File: src/include/l2_cache_defs.svh
//////////////////////////////////////////////////////////////////////
// geometry macros for the two-way L2 cache
// 8 sets, 32-byte lines, 32-bit byte addresses
//////////////////////////////////////////////////////////////////////
`ifndef L2_CACHE_DEFS_SVH
`define L2_CACHE_DEFS_SVH

// address split
`define L2_S_OFFSET 5	// byte within the line
`define L2_S_INDEX  3	// set select
`define L2_S_TAG    24	// remaining upper bits

// line geometry
`define L2_S_MASK   32	// bytes per line, one enable bit each
`define L2_S_LINE   256	// bits per line
`define L2_NUM_SETS 8

`endif

File: src/l2_cache_pkg.sv
//////////////////////////////////////////////////////////////////////
// shared types of the L2 cache
// address union and the mux select encodings
//////////////////////////////////////////////////////////////////////
`include "l2_cache_defs.svh"

package l2_cache_pkg;

	// one address word, seen flat or split into its fields
	typedef union packed {
		logic [31:0] raw;
		struct packed {
			logic [`L2_S_TAG-1:0]    tag;
			logic [`L2_S_INDEX-1:0]  index;
			logic [`L2_S_OFFSET-1:0] offset;
		} fields;
	} l2_addr_t;

	// byte write enable source of a data array
	typedef enum logic [1:0] {zero, all_ones, byte_enable} data_write_en_sel_e;

	// line returned to the cpu and sent on write-back
	typedef enum logic [1:0] {data0_hit, data1_hit, no_hit} data_out_sel_e;

	// line written into a data array
	typedef enum logic [1:0] {r_data_mod, w_data, r_data} data_datain_sel_e;

	// memory address source
	typedef enum logic [1:0] {cpu_addr, tag0_addr, tag1_addr} mem_addr_sel_e;

endpackage

File: src/l2_cache_control.sv
//////////////////////////////////////////////////////////////////////
// L2 cache control FSM
// hit, write-back and fill sequencing, lru/dirty/valid updates
//////////////////////////////////////////////////////////////////////
`timescale 1ns/1ns

module l2_cache_control (
	input  logic                                    clk,
	input  logic                                    arst_n_i,
	input  logic                                    cpu_read_i,
	input  logic                                    cpu_write_i,
	input  logic                                    mem_resp_i,
	output logic                                    cpu_resp_o,
	output logic                                    mem_read_o,
	output logic                                    mem_write_o,
	input  logic                                    hit,
	input  logic                                    tag0_comp,
	input  logic                                    tag1_comp,
	input  logic                                    lru_dataout,
	input  logic                                    valid0_dataout,
	input  logic                                    valid1_dataout,
	input  logic                                    dirty0_dataout,
	input  logic                                    dirty1_dataout,
	output logic                                    tag0_load,
	output logic                                    tag1_load,
	output logic                                    valid0_load,
	output logic                                    valid0_datain,
	output logic                                    valid1_load,
	output logic                                    valid1_datain,
	output logic                                    dirty0_load,
	output logic                                    dirty0_datain,
	output logic                                    dirty1_load,
	output logic                                    dirty1_datain,
	output logic                                    lru_load,
	output logic                                    lru_datain,
	output logic                                    arr_read,
	output l2_cache_pkg::data_write_en_sel_e        data0_write_en_sel,
	output l2_cache_pkg::data_write_en_sel_e        data1_write_en_sel,
	output l2_cache_pkg::data_out_sel_e             data_out_sel,
	output l2_cache_pkg::data_datain_sel_e          data0_datain_sel,
	output l2_cache_pkg::data_datain_sel_e          data1_datain_sel,
	output l2_cache_pkg::mem_addr_sel_e             mem_addr_sel
);

	localparam logic [1:0] S_IDLE      = 2'd0;
	localparam logic [1:0] S_CHECK     = 2'd1;
	localparam logic [1:0] S_WRITEBACK = 2'd2;
	localparam logic [1:0] S_FILL      = 2'd3;

	logic [1:0]                     state, next_state;
	logic                           hit_way0, hit_way1;
	l2_cache_pkg::data_datain_sel_e fill_din;

	assign hit_way0 = tag0_comp & valid0_dataout;
	assign hit_way1 = tag1_comp & valid1_dataout;
	assign fill_din = cpu_write_i ? l2_cache_pkg::r_data_mod : l2_cache_pkg::r_data;

	always_comb begin
		next_state         = state;
		arr_read           = 1'b0;
		mem_read_o         = 1'b0;
		mem_write_o        = 1'b0;
		tag0_load          = 1'b0;
		tag1_load          = 1'b0;
		valid0_load        = 1'b0;
		valid1_load        = 1'b0;
		valid0_datain      = 1'b1;	// only ever loaded on fill
		valid1_datain      = 1'b1;
		dirty0_load        = 1'b0;
		dirty1_load        = 1'b0;
		dirty0_datain      = cpu_write_i;	// writes dirty a line, read fills leave it clean
		dirty1_datain      = cpu_write_i;
		lru_load           = 1'b0;
		lru_datain         = hit_way0;	// point at the other way
		data0_write_en_sel = l2_cache_pkg::zero;
		data1_write_en_sel = l2_cache_pkg::zero;
		data0_datain_sel   = l2_cache_pkg::w_data;
		data1_datain_sel   = l2_cache_pkg::w_data;
		mem_addr_sel       = l2_cache_pkg::cpu_addr;
		data_out_sel       = hit_way0 ? l2_cache_pkg::data0_hit :
		                     hit_way1 ? l2_cache_pkg::data1_hit : l2_cache_pkg::no_hit;
		case (state)
			S_IDLE: begin
				// a held request in the response cycle is the one just served
				if ((cpu_read_i || cpu_write_i) && !cpu_resp_o) begin
					arr_read   = 1'b1;
					next_state = S_CHECK;
				end
			end
			S_CHECK: begin
				if (hit) begin
					lru_load = 1'b1;
					if (cpu_write_i) begin
						data0_write_en_sel = hit_way0 ? l2_cache_pkg::byte_enable
						                              : l2_cache_pkg::zero;
						data1_write_en_sel = hit_way0 ? l2_cache_pkg::zero
						                              : l2_cache_pkg::byte_enable;
						dirty0_load        = hit_way0;
						dirty1_load        = !hit_way0;
					end
					next_state = S_IDLE;
				end else if (lru_dataout ? dirty1_dataout : dirty0_dataout) begin
					next_state = S_WRITEBACK;
				end else begin
					next_state = S_FILL;
				end
			end
			S_WRITEBACK: begin
				mem_write_o  = 1'b1;
				mem_addr_sel = lru_dataout ? l2_cache_pkg::tag1_addr : l2_cache_pkg::tag0_addr;
				data_out_sel = lru_dataout ? l2_cache_pkg::data1_hit : l2_cache_pkg::data0_hit;
				if (mem_resp_i) begin
					next_state = S_FILL;
				end
			end
			default: begin	// S_FILL
				mem_read_o = 1'b1;
				if (mem_resp_i) begin
					tag0_load          = !lru_dataout;
					tag1_load          = lru_dataout;
					valid0_load        = !lru_dataout;
					valid1_load        = lru_dataout;
					dirty0_load        = !lru_dataout;
					dirty1_load        = lru_dataout;
					data0_write_en_sel = lru_dataout ? l2_cache_pkg::zero : l2_cache_pkg::all_ones;
					data1_write_en_sel = lru_dataout ? l2_cache_pkg::all_ones : l2_cache_pkg::zero;
					data0_datain_sel   = fill_din;
					data1_datain_sel   = fill_din;
					next_state         = S_CHECK;	// now hits
				end
			end
		endcase
	end

	always_ff @(posedge clk or negedge arst_n_i) begin
		if (!arst_n_i) begin
			state      <= S_IDLE;
			cpu_resp_o <= 1'b0;
		end else begin
			state      <= next_state;
			cpu_resp_o <= (state == S_CHECK) && hit;
		end
	end

	// only a valid line is ever written back
	assert property (@(posedge clk) disable iff (!arst_n_i)
		mem_write_o |-> (lru_dataout ? valid1_dataout : valid0_dataout));
	// the forwarded fill hits in the next check
	assert property (@(posedge clk) disable iff (!arst_n_i)
		(state == S_FILL && mem_resp_i) |=> hit);

endmodule

File: config.mk
export PLATFORM = sky130hd
export DESIGN_NAME = l2_cache_control
export DESIGN_NICKNAME = d
export VERILOG_FILES = /design/src/l2_cache_pkg.sv /design/src/l2_cache_control.sv
export VERILOG_INCLUDE_DIRS = /design/src /design/src/include
export SDC_FILE = /design/constraint.sdc
export NUM_CORES = 1
export LEC_CHECK = 0
export BUFFER_PORTS_ARGS = -buffer_cell sky130_fd_sc_hd__buf_2
export CAP_MARGIN = 20
export CORE_AREA = 2 2 39 41
export CTS_CLUSTER_DIAMETER = 60
export DETAILED_ROUTE_END_ITERATION = 10
export DIE_AREA = 0 0 41 43
export PLACE_DENSITY = 0.7
export SLEW_MARGIN = 20
export SYNTH_ARGS = -nofsm -noshare
export SYNTH_HDL_FRONTEND = slang
export SYNTH_SLANG_ARGS = --single-unit
File: constraint.sdc
create_clock -name clk -period 3.5 [get_ports clk]
set_input_delay 0.35 -clock clk [delete_from_list [all_inputs] [get_ports clk]]
set_output_delay 0.35 -clock clk [all_outputs]
set_load 0.02 [all_outputs]
* Word-level counts from Yosys, hierarchy flattened
Index checks and enable logic that the tools add are counted.
Cells by class: reduce and logical (&&, ||, !) cells 11, equality and inequality tests 4, multiplexer cells 43, bitwise logic cells 2
Operator list (count):
- $mux W2 | 18
- $mux W1 | 20
- $pmux W2 S2 | 2
- $pmux W2 S3 | 1
- $ne A2 B2 Y1 const B | 2
- $pmux W1 S2 | 2
- $logic_not A1 Y1 | 3
- $reduce_and A3 Y1 | 1
- $reduce_bool A3 Y1 | 1
- $reduce_or A3 Y1 | 1
- $and A1 B1 Y1 | 2
- $eq A2 B1 Y1 const B | 1
- $eq A2 B2 Y1 const B | 1
- $logic_and A1 B1 Y1 | 2
- $logic_not A2 Y1 | 1
- $reduce_or A2 Y1 | 1
- $logic_or A1 B1 Y1 | 1
Storage, ports and cells: word-level logic and storage cells 62, bits in registers 3, bits of input ports 13, output and inout port bits 28

* Logic depth before layout (Yosys ltp)
Gate-level depths: netlist of run 1.
word-level depth 5, depth in mapped cells 5, depth with buffers taken out 5

* Least setup slack after synthesis of run 1
OpenSTA, ideal clock, no wires.
path type register -> output, start point reg state[0], end point out dirty1_load, slack 1.554 ns, buffers on the path 0, arrival 1.596 ns, required time 3.150 ns, cell stages (with the launch flop) 5, cells stage by stage dfrtp_1 -> ha_1 -> nand4b_1 -> a21oi_1 -> or2_2
Between the ends: longest elaborated chain between the ends 3, elaborated cells between the ends (all ways) 5, those cells by class 2 x eq/ne; 1 x mux; 2 x reduce/logical
RTL lines:
- start: declaration | line l2_cache_control.sv:50 | logic [1:0] state, next_state;
- start signal: assignment | line l2_cache_control.sv:140 | state <= next_state;
- $eq A2 B2 Y1 or $logic_not A2 Y1 (tied branches) | line l2_cache_control.sv:82 | case (state)
- $reduce_or A2 Y1 (no source line)
- $pmux W1 S2 (*) | line l2_cache_control.sv:82
- end: declaration | line l2_cache_control.sv:32 | output logic dirty1_load,
Mark *: on every way between the ends. The rest lies on a longest branch, timed or not.

* Worst setup path in the final report of run 1
Ends and elaborated chain as after synthesis.

==> results of run 1 <==
worst max-delay path, stage by stage, from the launching register on:
cell	delay (ns)
sky130_fd_sc_hd__dfrtp_1	0.42
sky130_fd_sc_hd__ha_1	0.26
sky130_fd_sc_hd__nand4b_1	0.23
sky130_fd_sc_hd__a21oi_1	0.17
sky130_fd_sc_hd__or2_2	0.13
sky130_fd_sc_hd__buf_2	0.15
worst paths after layout:
| path | endpoint | cells past startpoint | slack [ns] |
|---|---|---|---|
| worst max-delay path | dirty1_load | 5 | 1.56 |
| worst min-delay path | cpu_resp_o | 2 | 0.43 |
| worst max register to register | state[0] | 5 | 1.93 |
| worst min register to register | state[0] | 1 | 0.61 |
| max in group asynchronous | cpu_resp_o | 2 | 2.95 |
| min in group asynchronous | state[1] | 2 | 0.45 |
per-layer routing:
layer | vias to the layer above | global-route usage [%] | wire (µm)
li1 | 234 | - | -
met1 | 206 | 13.6 | 377
met2 | 29 | 20.0 | 490
met3 | 2 | 1.57 | 108
met4 | 0 | 8.00 | 16
met5 | - | 0 | 0
state kept, by name, summed over array words and instances (netlist names):
register	count
state	2
cpu_resp_o	1
cells by family (layout without fill, tap and decap cells):
kind of cell               after synthesis  count (layout)  synth area share (%)
other                                    1               2                 0.914
muxes                                    1               1                  2.74
adders and majority gates                5               5                  15.2
buffers and inverters                   16              49                  23.8
and+or+nand+nor                         15              15                  19.2
DFF                                      3               3                  18.3
AOI/OAI and AO/OA                       11              11                  19.8
through the flow:
stage | std cells | total power [mW] | setup slack, ns
2_1_floorplan | 53 | 0.295 | 1.55
3_3_place_gp | 97 | 0.363 | 1.84
3_5_place_dp | 97 | 0.370 | 1.80
4_1_cts | 102 | 0.436 | 1.54
5_1_grt | 102 | 0.475 | 1.43
6_report | 102 | 0.428 | 1.56
power by group:
part           internal (mW)  switching, mW  leakage, nW
registers             0.0516         0.0140       0.0375
clock network         0.0428         0.0183       0.0150
logic                  0.121          0.181        0.320
cells in the mapped netlist:
cell	n	area share [%]
sky130_fd_sc_hd__inv_1	6	5.5
sky130_fd_sc_hd__dfrtp_1	3	18
sky130_fd_sc_hd__conb_1	1	0.91
sky130_fd_sc_hd__a21boi_0	1	1.8
sky130_fd_sc_hd__mux2_2	1	2.7
sky130_fd_sc_hd__o22ai_1	2	3.0
sky130_fd_sc_hd__a221oi_1	1	2.1
sky130_fd_sc_hd__a22oi_1	1	1.8
sky130_fd_sc_hd__a31o_2	1	2.1
sky130_fd_sc_hd__nor3_1	1	1.2
sky130_fd_sc_hd__and3_1	1	1.5
sky130_fd_sc_hd__ha_1	5	15
sky130_fd_sc_hd__nor2_1	5	4.6
sky130_fd_sc_hd__nand2_1	2	1.8
sky130_fd_sc_hd__a211o_1	1	2.1
sky130_fd_sc_hd__a21oi_1	2	2.4
sky130_fd_sc_hd__or2_2	1	1.5
sky130_fd_sc_hd__and2_1	2	3.0
sky130_fd_sc_hd__buf_4	10	18
sky130_fd_sc_hd__o32a_1	1	2.4
sky130_fd_sc_hd__nor2b_1	1	1.5
sky130_fd_sc_hd__o21bai_1	1	1.8
sky130_fd_sc_hd__nor3b_1	1	1.8
sky130_fd_sc_hd__nand4b_1	1	2.1
area by class of cell:
class | count | area share, %
inverters | 6 | 3.85
well taps | 16 | 3.42
flip-flops and latches | 3 | 12.8
repair buffers | 39 | 34.2
multi-input cells | 34 | 41.2
clock buffers | 4 | 4.49
==> summary by stage, run 1 <==
GRT
The via count of the first global-routing pass is 400. The overall overflow remaining after global route is 0. The number of antenna violations at the first check in global routing is 0.

The first global-routing pass estimated roughly 1.4 mm of wire. Entering global routing, the biggest net connects 9 pins. Across every metal layer, demand over resource in global routing totals 12.2%.

Critical path
STA classifies the critical path startpoint as a flip-flop. Data on the critical path arrives at its endpoint at 1.59 ns. The worst register-to-register path begins at state[0]. STA classifies the critical path endpoint as a primary output. The critical path is of the reg2out type. The worst setup path startpoint is state[0]. STA puts the critical path data required time at 3.15 ns. In this run the worst path has a maximum fanout of 5.

Worst hold path
The path class of the tightest hold or removal check is in2reg. The startpoint identified for the worst hold timing path is hit.

Clocking
After clock tree synthesis, the clock-pin slew on the worst setup and hold paths is about 0.04 ns. The maximum buffer depth of the clock tree is 2. The number of levels in the clock H-tree is 1. The number of instances resized during post-cts repair is 0. The clock reaches the later pin of the worst-skew pair after around 0.23 ns. The clock root buffer master is sky130_fd_sc_hd__clkbuf_4. The number of clock buffers inserted by TritonCTS is 3. The number of setup buffers added after CTS is 0. CTS saw 3 sinks. The number of hold buffers added after CTS was 1. TritonCTS built the clock tree.

STA
For the final database, setup skew stands at just under 0.0008 ns. Setup total negative slack on the finished layout was measured at 0 ns. Setup violations remaining at the end of the flow were counted as 0. Setup repair after global routing left no endpoint under its margin. The number of pins exceeding their max-slew limit in the final report is 0. The final hold violation count is 0. Dividing the final minimum period by the clock period gives between 50 and 60%. The post-route worst hold slack is 0.429 ns. Static timing analysis puts the maximum clock frequency at between 500 and 600 MHz.

The final critical path time including I/O delays and setup is approximately 1.9 ns.

Layout
The final antenna diode count is 0. The library cells used most frequently in the layout, excluding fill and tap cells, are sky130_fd_sc_hd__buf_2 (38), sky130_fd_sc_hd__inv_1 (6), sky130_fd_sc_hd__nor2_1 (5), sky130_fd_sc_hd__ha_1 (5). In the final layout, flip-flops and latches occupy roughly 75 µm². Leaving out fill and tap cells, the most frequent cell in the layout is sky130_fd_sc_hd__buf_2.

The area growth from synthesis to layout is 42.7%. The number of nets in the layout is around 110. The final instance area is just under 600 µm². The share of the core filled with cells in the final layout is ~42%. The layout has 149 filler cells. The area occupied by multi-input gates is 241 µm². Of the cells placed in the final design, the portion with a size suffix greater than 1 is between 50% and 60%.

Synthesis
The count of warnings emitted by yosys is 0. Counting flops and latches in the post-synthesis netlist gives 3. The post-synth design cell area is between 400 and 500 µm². The average size of a mapped cell is between 7 and 8 µm².

Synthesis produced a netlist whose cell count is between 50 and 60. The number of distinct library cells after synthesis is 24. The share of the Yosys chip area taken by registers is a little under a fifth.

Floorplan
In this run the core area contains 14 standard-cell rows. The count of boundary I/O pins is 41. The core outline area is roughly 1400 µm². The die is around 43 µm tall.

The area of the die is around 1800 µm². The initial utilization of the core area, before any placement, comes to between 20% and 30%. The floorplan die width is between 40 and 50 µm.

Place
The count of buffers added on input and output ports is 38. The placed instances occupy a cell area of about 550 µm². The HPWL after detailed placement is roughly 830 µm. At the end of routability-driven placement, the weighted congestion stood at ~0.74.

Drt
The post-route DRC violation count is 0. The number of nets still failing antenna checks after routing is 0. The first-pass iteration count of the detailed router is 2. Wires add up to around 1000 µm. In the routed layout, each cell is associated on average with a via count of between 4 and 5. In the final routed layout, each cell accounts on average for 9.73 µm.

The total number of vias is between 400 and 500. The number of design-rule violations left by the first detailed-router iteration is 1.

Pwr
The worst-case vdd ir drop is 0.444 mV. Power spread over the standard cell area amounts to between 700 and 800 nW/µm². Summed over all cells, the static leakage comes to roughly 0.37 nW.

Status
The run finished with clean final reports.

Flow run
Across the run, the number of max-cap violations was 0.
Note: power is estimated with default switching activity, not from simulation.
==> run 2: changes to the inputs <==
==> constraint.sdc (replaced) <==
create_clock -name clk -period 2.03 [get_ports clk]
set_input_delay 0.203 -clock clk [delete_from_list [all_inputs] [get_ports clk]]
set_output_delay 0.203 -clock clk [all_outputs]
set_load 0.02 [all_outputs]
==> run 2 against run 1 <==
Via count down 1.3%. Sequential share of layout area unchanged. Combinational power up 70%. Largest power group unchanged. First-iteration DRC count rose to 3.0 times the previous value. Sequential power up 74%. Clock-buffer cell count unchanged. Register-to-register slack worse by 1.5 ns. Sequential cell count unchanged. Clock power up 69%. Clock skew down 0.00053 ns. Worst hold slack worse by 0.15 ns.
==> summary by stage, run 2 (synthesis gave the netlist of run 1 again) <==
Status
The run finished with clean final reports.

Clocking
In this run the deepest clock path goes through 2 buffers. At the later pin of the worst-skew pair, clock insertion delay measures 0.23 ns. Once the clock tree was built, the resizer swapped 0 gates to a different size.

The CTS tree is built. Once the clock tree was built, the setup fixing pass inserted 0 buffers. The number of hold-repair buffers added at the cts stage is 1. The number of clock buffers inserted by TritonCTS is 3. Clock-pin slew was measured on the worst setup and hold paths at approximately 0.040 ns. CTS saw 3 sinks. The clock root buffer master is sky130_fd_sc_hd__clkbuf_4.

CTS built an H-tree with a depth of 1.

Layout
The area taken by flip-flops and latches is approximately 75 µm². The largest registers in the layout are state x2, cpu_resp_o x1. The area occupied by multi-input gates is 241 µm².

Counting flops per register, the top entry is state. The area growth from synthesis to layout is 42.7%. Of the cells placed in the final design, the portion with a size suffix greater than 1 is between 50% and 60%. Fill cells in the final layout number roughly 150. The number of non-filler instances in the completed layout is between 100 and 150. The register with the most flip-flops in the layout has 2 of them. The number of antenna diodes in the final layout is 0. The number of nets in the layout is roughly 110. In the layout the commonest cells are sky130_fd_sc_hd__buf_2 (38), sky130_fd_sc_hd__inv_1 (6), sky130_fd_sc_hd__nor2_1 (5), sky130_fd_sc_hd__ha_1 (5). The commonest non-fill, non-tap cell in the layout is sky130_fd_sc_hd__buf_2.

Floorplan
The area of the die is 1760 µm². Measured along the x axis, the die boundary spans roughly 41 µm. The core region is around 1400 µm². The initialized floorplan defines 14 standard-cell rows. The effective utilization at floorplan is a little under 30%. The count of boundary I/O pins is slightly above 40. In this run the vertical extent of the chip is around 43 µm.

Drt
The detail-routed via count per cell is about 4.6. The final layout contains routed wiring with a total length of approximately 940 µm. For this run, design rule violations remaining after detail routing come to 0. The first detailed-routing pass ran for 2 iterations. The number of nets still failing antenna checks after routing is 0. The final routed wire length divided by cell count is a little over 9 µm. The number of design-rule violations left by the first detailed-router iteration is 3.

The total number of vias is 465.

STA
Based on the critical path, the design can be clocked at up to between 500 and 600 MHz. Setup violations remaining at the end of the flow were counted as 0. The number of pins exceeding their max-slew limit in the final report is 0.

The share of the clock period used by the worst path after layout is between 80% and 90%. The worst setup skew after layout is about 0.00026 ns. The final hold violation count is 0. The final setup TNS is 0 ns. The final critical path time including I/O delays and setup is 1.82 ns. Setup repair after global routing left no endpoint under its margin.

Pwr
In this run the static leakage power is ~0.37 nW. The internal portion of the total power is roughly 370 µW. The worst-case IR drop observed on VDD is just under 0.6 mV. The power share of the clock group is between 10% and 20%.

Combinational cells account for between 70% and 80% of the total power. The total net switching power is between 300 and 400 µW. Power spread over the standard cell area amounts to between 1000 and 1500 nW/µm². The sequential share of power is 15.6%. The share of total power consumed by net switching is roughly 49%.

Critical path
Along the worst path, the maximum fanout reaches 5. The type of the worst setup path is reg2out. STA classifies the critical path endpoint as a primary output. STA classifies the critical path startpoint as a flip-flop. The data required time at the worst endpoint is approximately 1.8 ns. The data arrival time at the worst-slack endpoint is about 1.6 ns.

GRT
The first global-routing pass estimated roughly 1.4 mm of wire. The via count of the first global-routing pass was around 400. The overall overflow remaining after global route is 0. The global routing usage summed across all routing layers is between 10 and 15%. The number of antenna violations at the first check in global routing is 0. Entering global routing, the biggest net connects 9 pins.

Place
The number of cells after detailed placement is 97. The HPWL after detailed placement is about 800 µm. The number of buffer cells added on primary ports is 38.

The final RePlAce weighted congestion is approximately 0.70.

Worst hold path
The min-delay analysis places its worst path in the category in2reg.

Flow run
The number of maximum-capacitance violations is 0.
[run 2: cell counts in the layout (fill, tap and decap cells not counted)]
Identical to the previous run, type by type.
[run 2: cell type report]
type / instances / area share, %
inverter: 6 / 3.85
multi-input combinational: 34 / 41.2
tap: 16 / 3.42
sequential: 3 / 12.8
clock buffer: 4 / 4.49
timing repair buffer: 39 / 34.2
[run 2: layer usage]
metal  up-vias  routed length, µm  GRT usage (%)
li1        237                  -              -
met1       201                378           12.9
met2        27                453           18.4
met3         0                111           3.14
met4         0                  0           6.00
met5         -                  0              0
[run 2: critical path: stages, from the launching register on]
cell	delay, ns
sky130_fd_sc_hd__dfrtp_1	0.42
sky130_fd_sc_hd__ha_1	0.27
sky130_fd_sc_hd__nand4b_1	0.24
sky130_fd_sc_hd__a21oi_1	0.18
sky130_fd_sc_hd__or2_2	0.13
sky130_fd_sc_hd__buf_2	0.15
[run 2: power by group through the flow]
stage                     clock network (mW)  logic, mW  registers, mW
after CTS                              0.110      0.517          0.114
final                                  0.103      0.512          0.114
after floorplan                            0      0.391          0.118
after detailed placement                   0      0.514          0.115
after global routing                   0.116      0.576          0.120
after global placement                     0      0.510          0.113
[run 2: worst paths after layout]
check                      slack [ns]  cells after the start     start          end
setup / recovery                 0.21                      5  state[0]  dirty1_load
hold / removal                   0.28                      2       hit   cpu_resp_o
setup reg to reg                 0.48                      5  state[0]     state[0]
hold reg to reg                  0.61                      1  state[0]     state[0]
max in group asynchronous        1.63                      2  arst_n_i     state[0]
min in group asynchronous        0.30                      2  arst_n_i     state[1]
[run 2: metrics by stage]
stage / instance area, µm² / util, % / hold slack, ns / setup slack [ns] / power, mW
after floorplan: 414 / - / -0.0926 / 0.231 / 0.508
after global placement: 549 / 39.7 / 0.000746 / 0.491 / 0.622
after detailed placement: 549 / 39.7 / 0.000398 / 0.459 / 0.629
after CTS: 586 / 42.3 / 0.272 / 0.203 / 0.740
after global routing: 586 / 42.3 / 0.287 / 0.101 / 0.812
final: 586 / 42.3 / 0.283 / 0.214 / 0.729
==> run 3: changes to the inputs <==
--- a/config.mk
+++ b/config.mk
@@ -12,7 +12,8 @@
 export CTS_CLUSTER_DIAMETER = 60
 export DETAILED_ROUTE_END_ITERATION = 10
 export DIE_AREA = 0 0 41 43
-export PLACE_DENSITY = 0.7
+export GPL_TIMING_DRIVEN = 0
+export PLACE_DENSITY = 0.71
 export SLEW_MARGIN = 20
 export SYNTH_ARGS = -nofsm -noshare
 export SYNTH_HDL_FRONTEND = slang
==> run 3 against run 2 <==
Clock power barely moved. Register-to-register slack barely moved. Die area did not move. Via count rose by 8.0%. Critical endpoint is now data_out_sel[1]. Largest power group unchanged.
==> summary by stage, run 3 (synthesis gave the netlist of run 1 again) <==
Place
The number of buffer cells added on primary ports is 38. The final RePlAce weighted congestion is between 0.7 and 0.8. The half-perimeter wire length after placement is 894 µm.

Layout
The flip-flop count of the largest register after layout is 2. The largest registers in the layout are state x2, cpu_resp_o x1. The number of antenna diodes in the final layout is 0. The number of nets in the layout is 115. Leaving out fill and tap cells, the most frequent cells in the layout are sky130_fd_sc_hd__buf_2 (38), sky130_fd_sc_hd__buf_4 (10), sky130_fd_sc_hd__inv_1 (6), sky130_fd_sc_hd__nor2_1 (5), sky130_fd_sc_hd__ha_1 (5). Counting flops per register, the top entry is state. Leaving out fill and tap cells, the most frequent cell in the layout is sky130_fd_sc_hd__buf_2. Fill cells in the final layout number ~150. The fraction of final layout cells sized beyond drive strength 1 is 56.3%. Relative to the synthesized area, the layout overhead comes to 61.0%.

Drt
The pre-antenna-repair detailed-routing pass consisted of 2 iterations. In this run, the number of DRC markers left after iteration 0 of detailed routing was 1. The final routed wire length divided by cell count is about 9.5 µm. The routed wire length is ~1.1 mm. The detail-routed via count per cell is 4.48. The post-route DRC violation count is 0. The number of nets still failing antenna checks after routing is 0. The total number of vias is 502.

Pwr
The total power divided by cell area is 1150 nW/µm². The worst-case vdd ir drop is ~0.60 mV. For this design the static power due to leakage is around 0.42 nW.

Clocking
After clock tree synthesis, the setup repair step added 0 buffers. After clock tree synthesis, the clock-pin slew on the worst setup and hold paths is around 0.040 ns. CTS built an H-tree with a depth of 1. Counting along the longest clock path gives a buffer depth of 2. TritonCTS built the clock tree.

For the worst-skew pair, the clock arrives at the later sink with an insertion delay of between 0.2 and 0.25 ns. The clock drives 3 sinks. The number of instances resized during post-cts repair is 0. The number of clock buffers inserted by TritonCTS is 3. The root buffer cell chosen for the clock tree is sky130_fd_sc_hd__clkbuf_4.

Critical path
The kind of end point of the critical path is a primary output. The largest single stage delay on the critical path is roughly 0.41 ns. STA puts the critical path data arrival time at roughly 1.6 ns.

Walking the worst path, the cells encountered are inv_1, ha_1, a21oi_1, a21boi_0, buf_2. On the critical path the largest part of the delay comes from flip-flops. The worst setup path is of the reg2out kind. STA puts the critical path data required time at ~1.8 ns. The standard cell with the maximum stage delay on the critical path is sky130_fd_sc_hd__dfrtp_1. The critical path contains buffers and inverters numbering 2 combined. The maximum fanout count along the critical path is 8. The type of origin of the critical path is a flip-flop.

Status
The flow ran to the end, and the final reports show no timing, DRC or antenna violations.

STA
The final critical path time including I/O delays and setup is ~1.8 ns. The peak clock frequency supported by timing is between 500 and 600 MHz. Setup violations remaining at the end of the flow were counted as 0. The final hold violation count was 0. The share of the clock period used by the worst path after layout is roughly 88%. Setup repair after global routing left no endpoint under its margin. The tightest hold path in the finished design has a slack of ~0.28 ns. Between clock sinks in the finished design, the worst skew comes to around 0.0033 ns. The final setup TNS is 0 ns. The number of pins exceeding their max-slew limit in the final report is 0.

Worst hold path
The worst hold-check path type is in2reg.

Floorplan
After floorplanning, the core was divided into 14 placement rows. Once the floorplan was initialized, standard cells occupied 29.7% of the core. For this design the top-level I/O count stands at 41. The floorplan die width is 41 µm. The total area inside the core boundary comes to approximately 1400 µm². From bottom edge to top edge, the die measures about 43 µm. The area of the die is ~1800 µm².

GRT
The via count of the first global-routing pass was roughly 380. The number of antenna violations at the first check in global routing was 0. The first global-routing pass estimated approximately 1.4 mm of wire.

Summed over all layers, the global routing overflow is 0. The global routing usage summed across all routing layers is between 10% and 20%. The pin count of the biggest net entering global routing is 9.

Flow run
The number of maximum-capacitance violations is 0.
run 3: power breakdown:
part	switching [mW]	total (mW)	internal (mW)
clock network	0.0310	0.105	0.0737
registers	0.0241	0.113	0.0890
logic	0.314	0.542	0.228
run 3: metrics by stage:
step | power [mW] | utilization [%] | setup WS (ns) | cells | instance area [µm²]
5_1_grt | 0.827 | 47.7 | 0.0818 | 112 | 661
2_1_floorplan | 0.508 | - | 0.231 | 53 | 414
6_report | 0.759 | 47.7 | 0.238 | 112 | 661
3_5_place_dp | 0.659 | 45.1 | 0.477 | 107 | 624
3_3_place_gp | 0.649 | 45.1 | 0.493 | 107 | 624
4_1_cts | 0.771 | 47.7 | 0.229 | 112 | 661
run 3: layout make-up:
type	count	area [µm²]	area share, %
flip-flops and latches	3	75.1	11.4
well taps	16	20.0	3.03
clock buffers	4	26.3	3.98
inverters	6	22.5	3.41
multi-input cells	34	241	36.6
plain buffers	10	75.1	11.4
repair buffers	39	200	30.3
run 3: per-layer routing:
| layer | GRT usage, % | wire length [µm] |
|---|---|---|
| met5 | 0 | 0 |
| met4 | 8.00 | 0 |
| met3 | 5.76 | 100 |
| met2 | 19.4 | 544 |
| met1 | 11.4 | 414 |
run 3: worst paths after layout:
kind	from	end	slack, ns	depth (start not counted)
setup / recovery	state[0]	data_out_sel[1]	0.24	5
hold / removal	hit	cpu_resp_o	0.28	2
setup reg to reg	state[0]	state[0]	0.48	5
hold reg to reg	state[0]	state[0]	0.60	1
max in group asynchronous	arst_n_i	cpu_resp_o	1.62	2
min in group asynchronous	arst_n_i	state[0]	0.30	2
run 3: what timing repair did:
action | 4_1_cts | 5_1_grt
hold buffers | 1 | 0
setup endpoints to repair | 0 | 0
hold endpoints to repair | 3 | 0
run 3: worst register-to-register path, cell delays in order, from the launching register on:
cell and delay (ns):
sky130_fd_sc_hd__dfrtp_1 0.42, sky130_fd_sc_hd__inv_1 0.10, sky130_fd_sc_hd__ha_1 0.21, sky130_fd_sc_hd__nor3_1 0.07, sky130_fd_sc_hd__a211o_1 0.29, sky130_fd_sc_hd__o32a_1 0.33
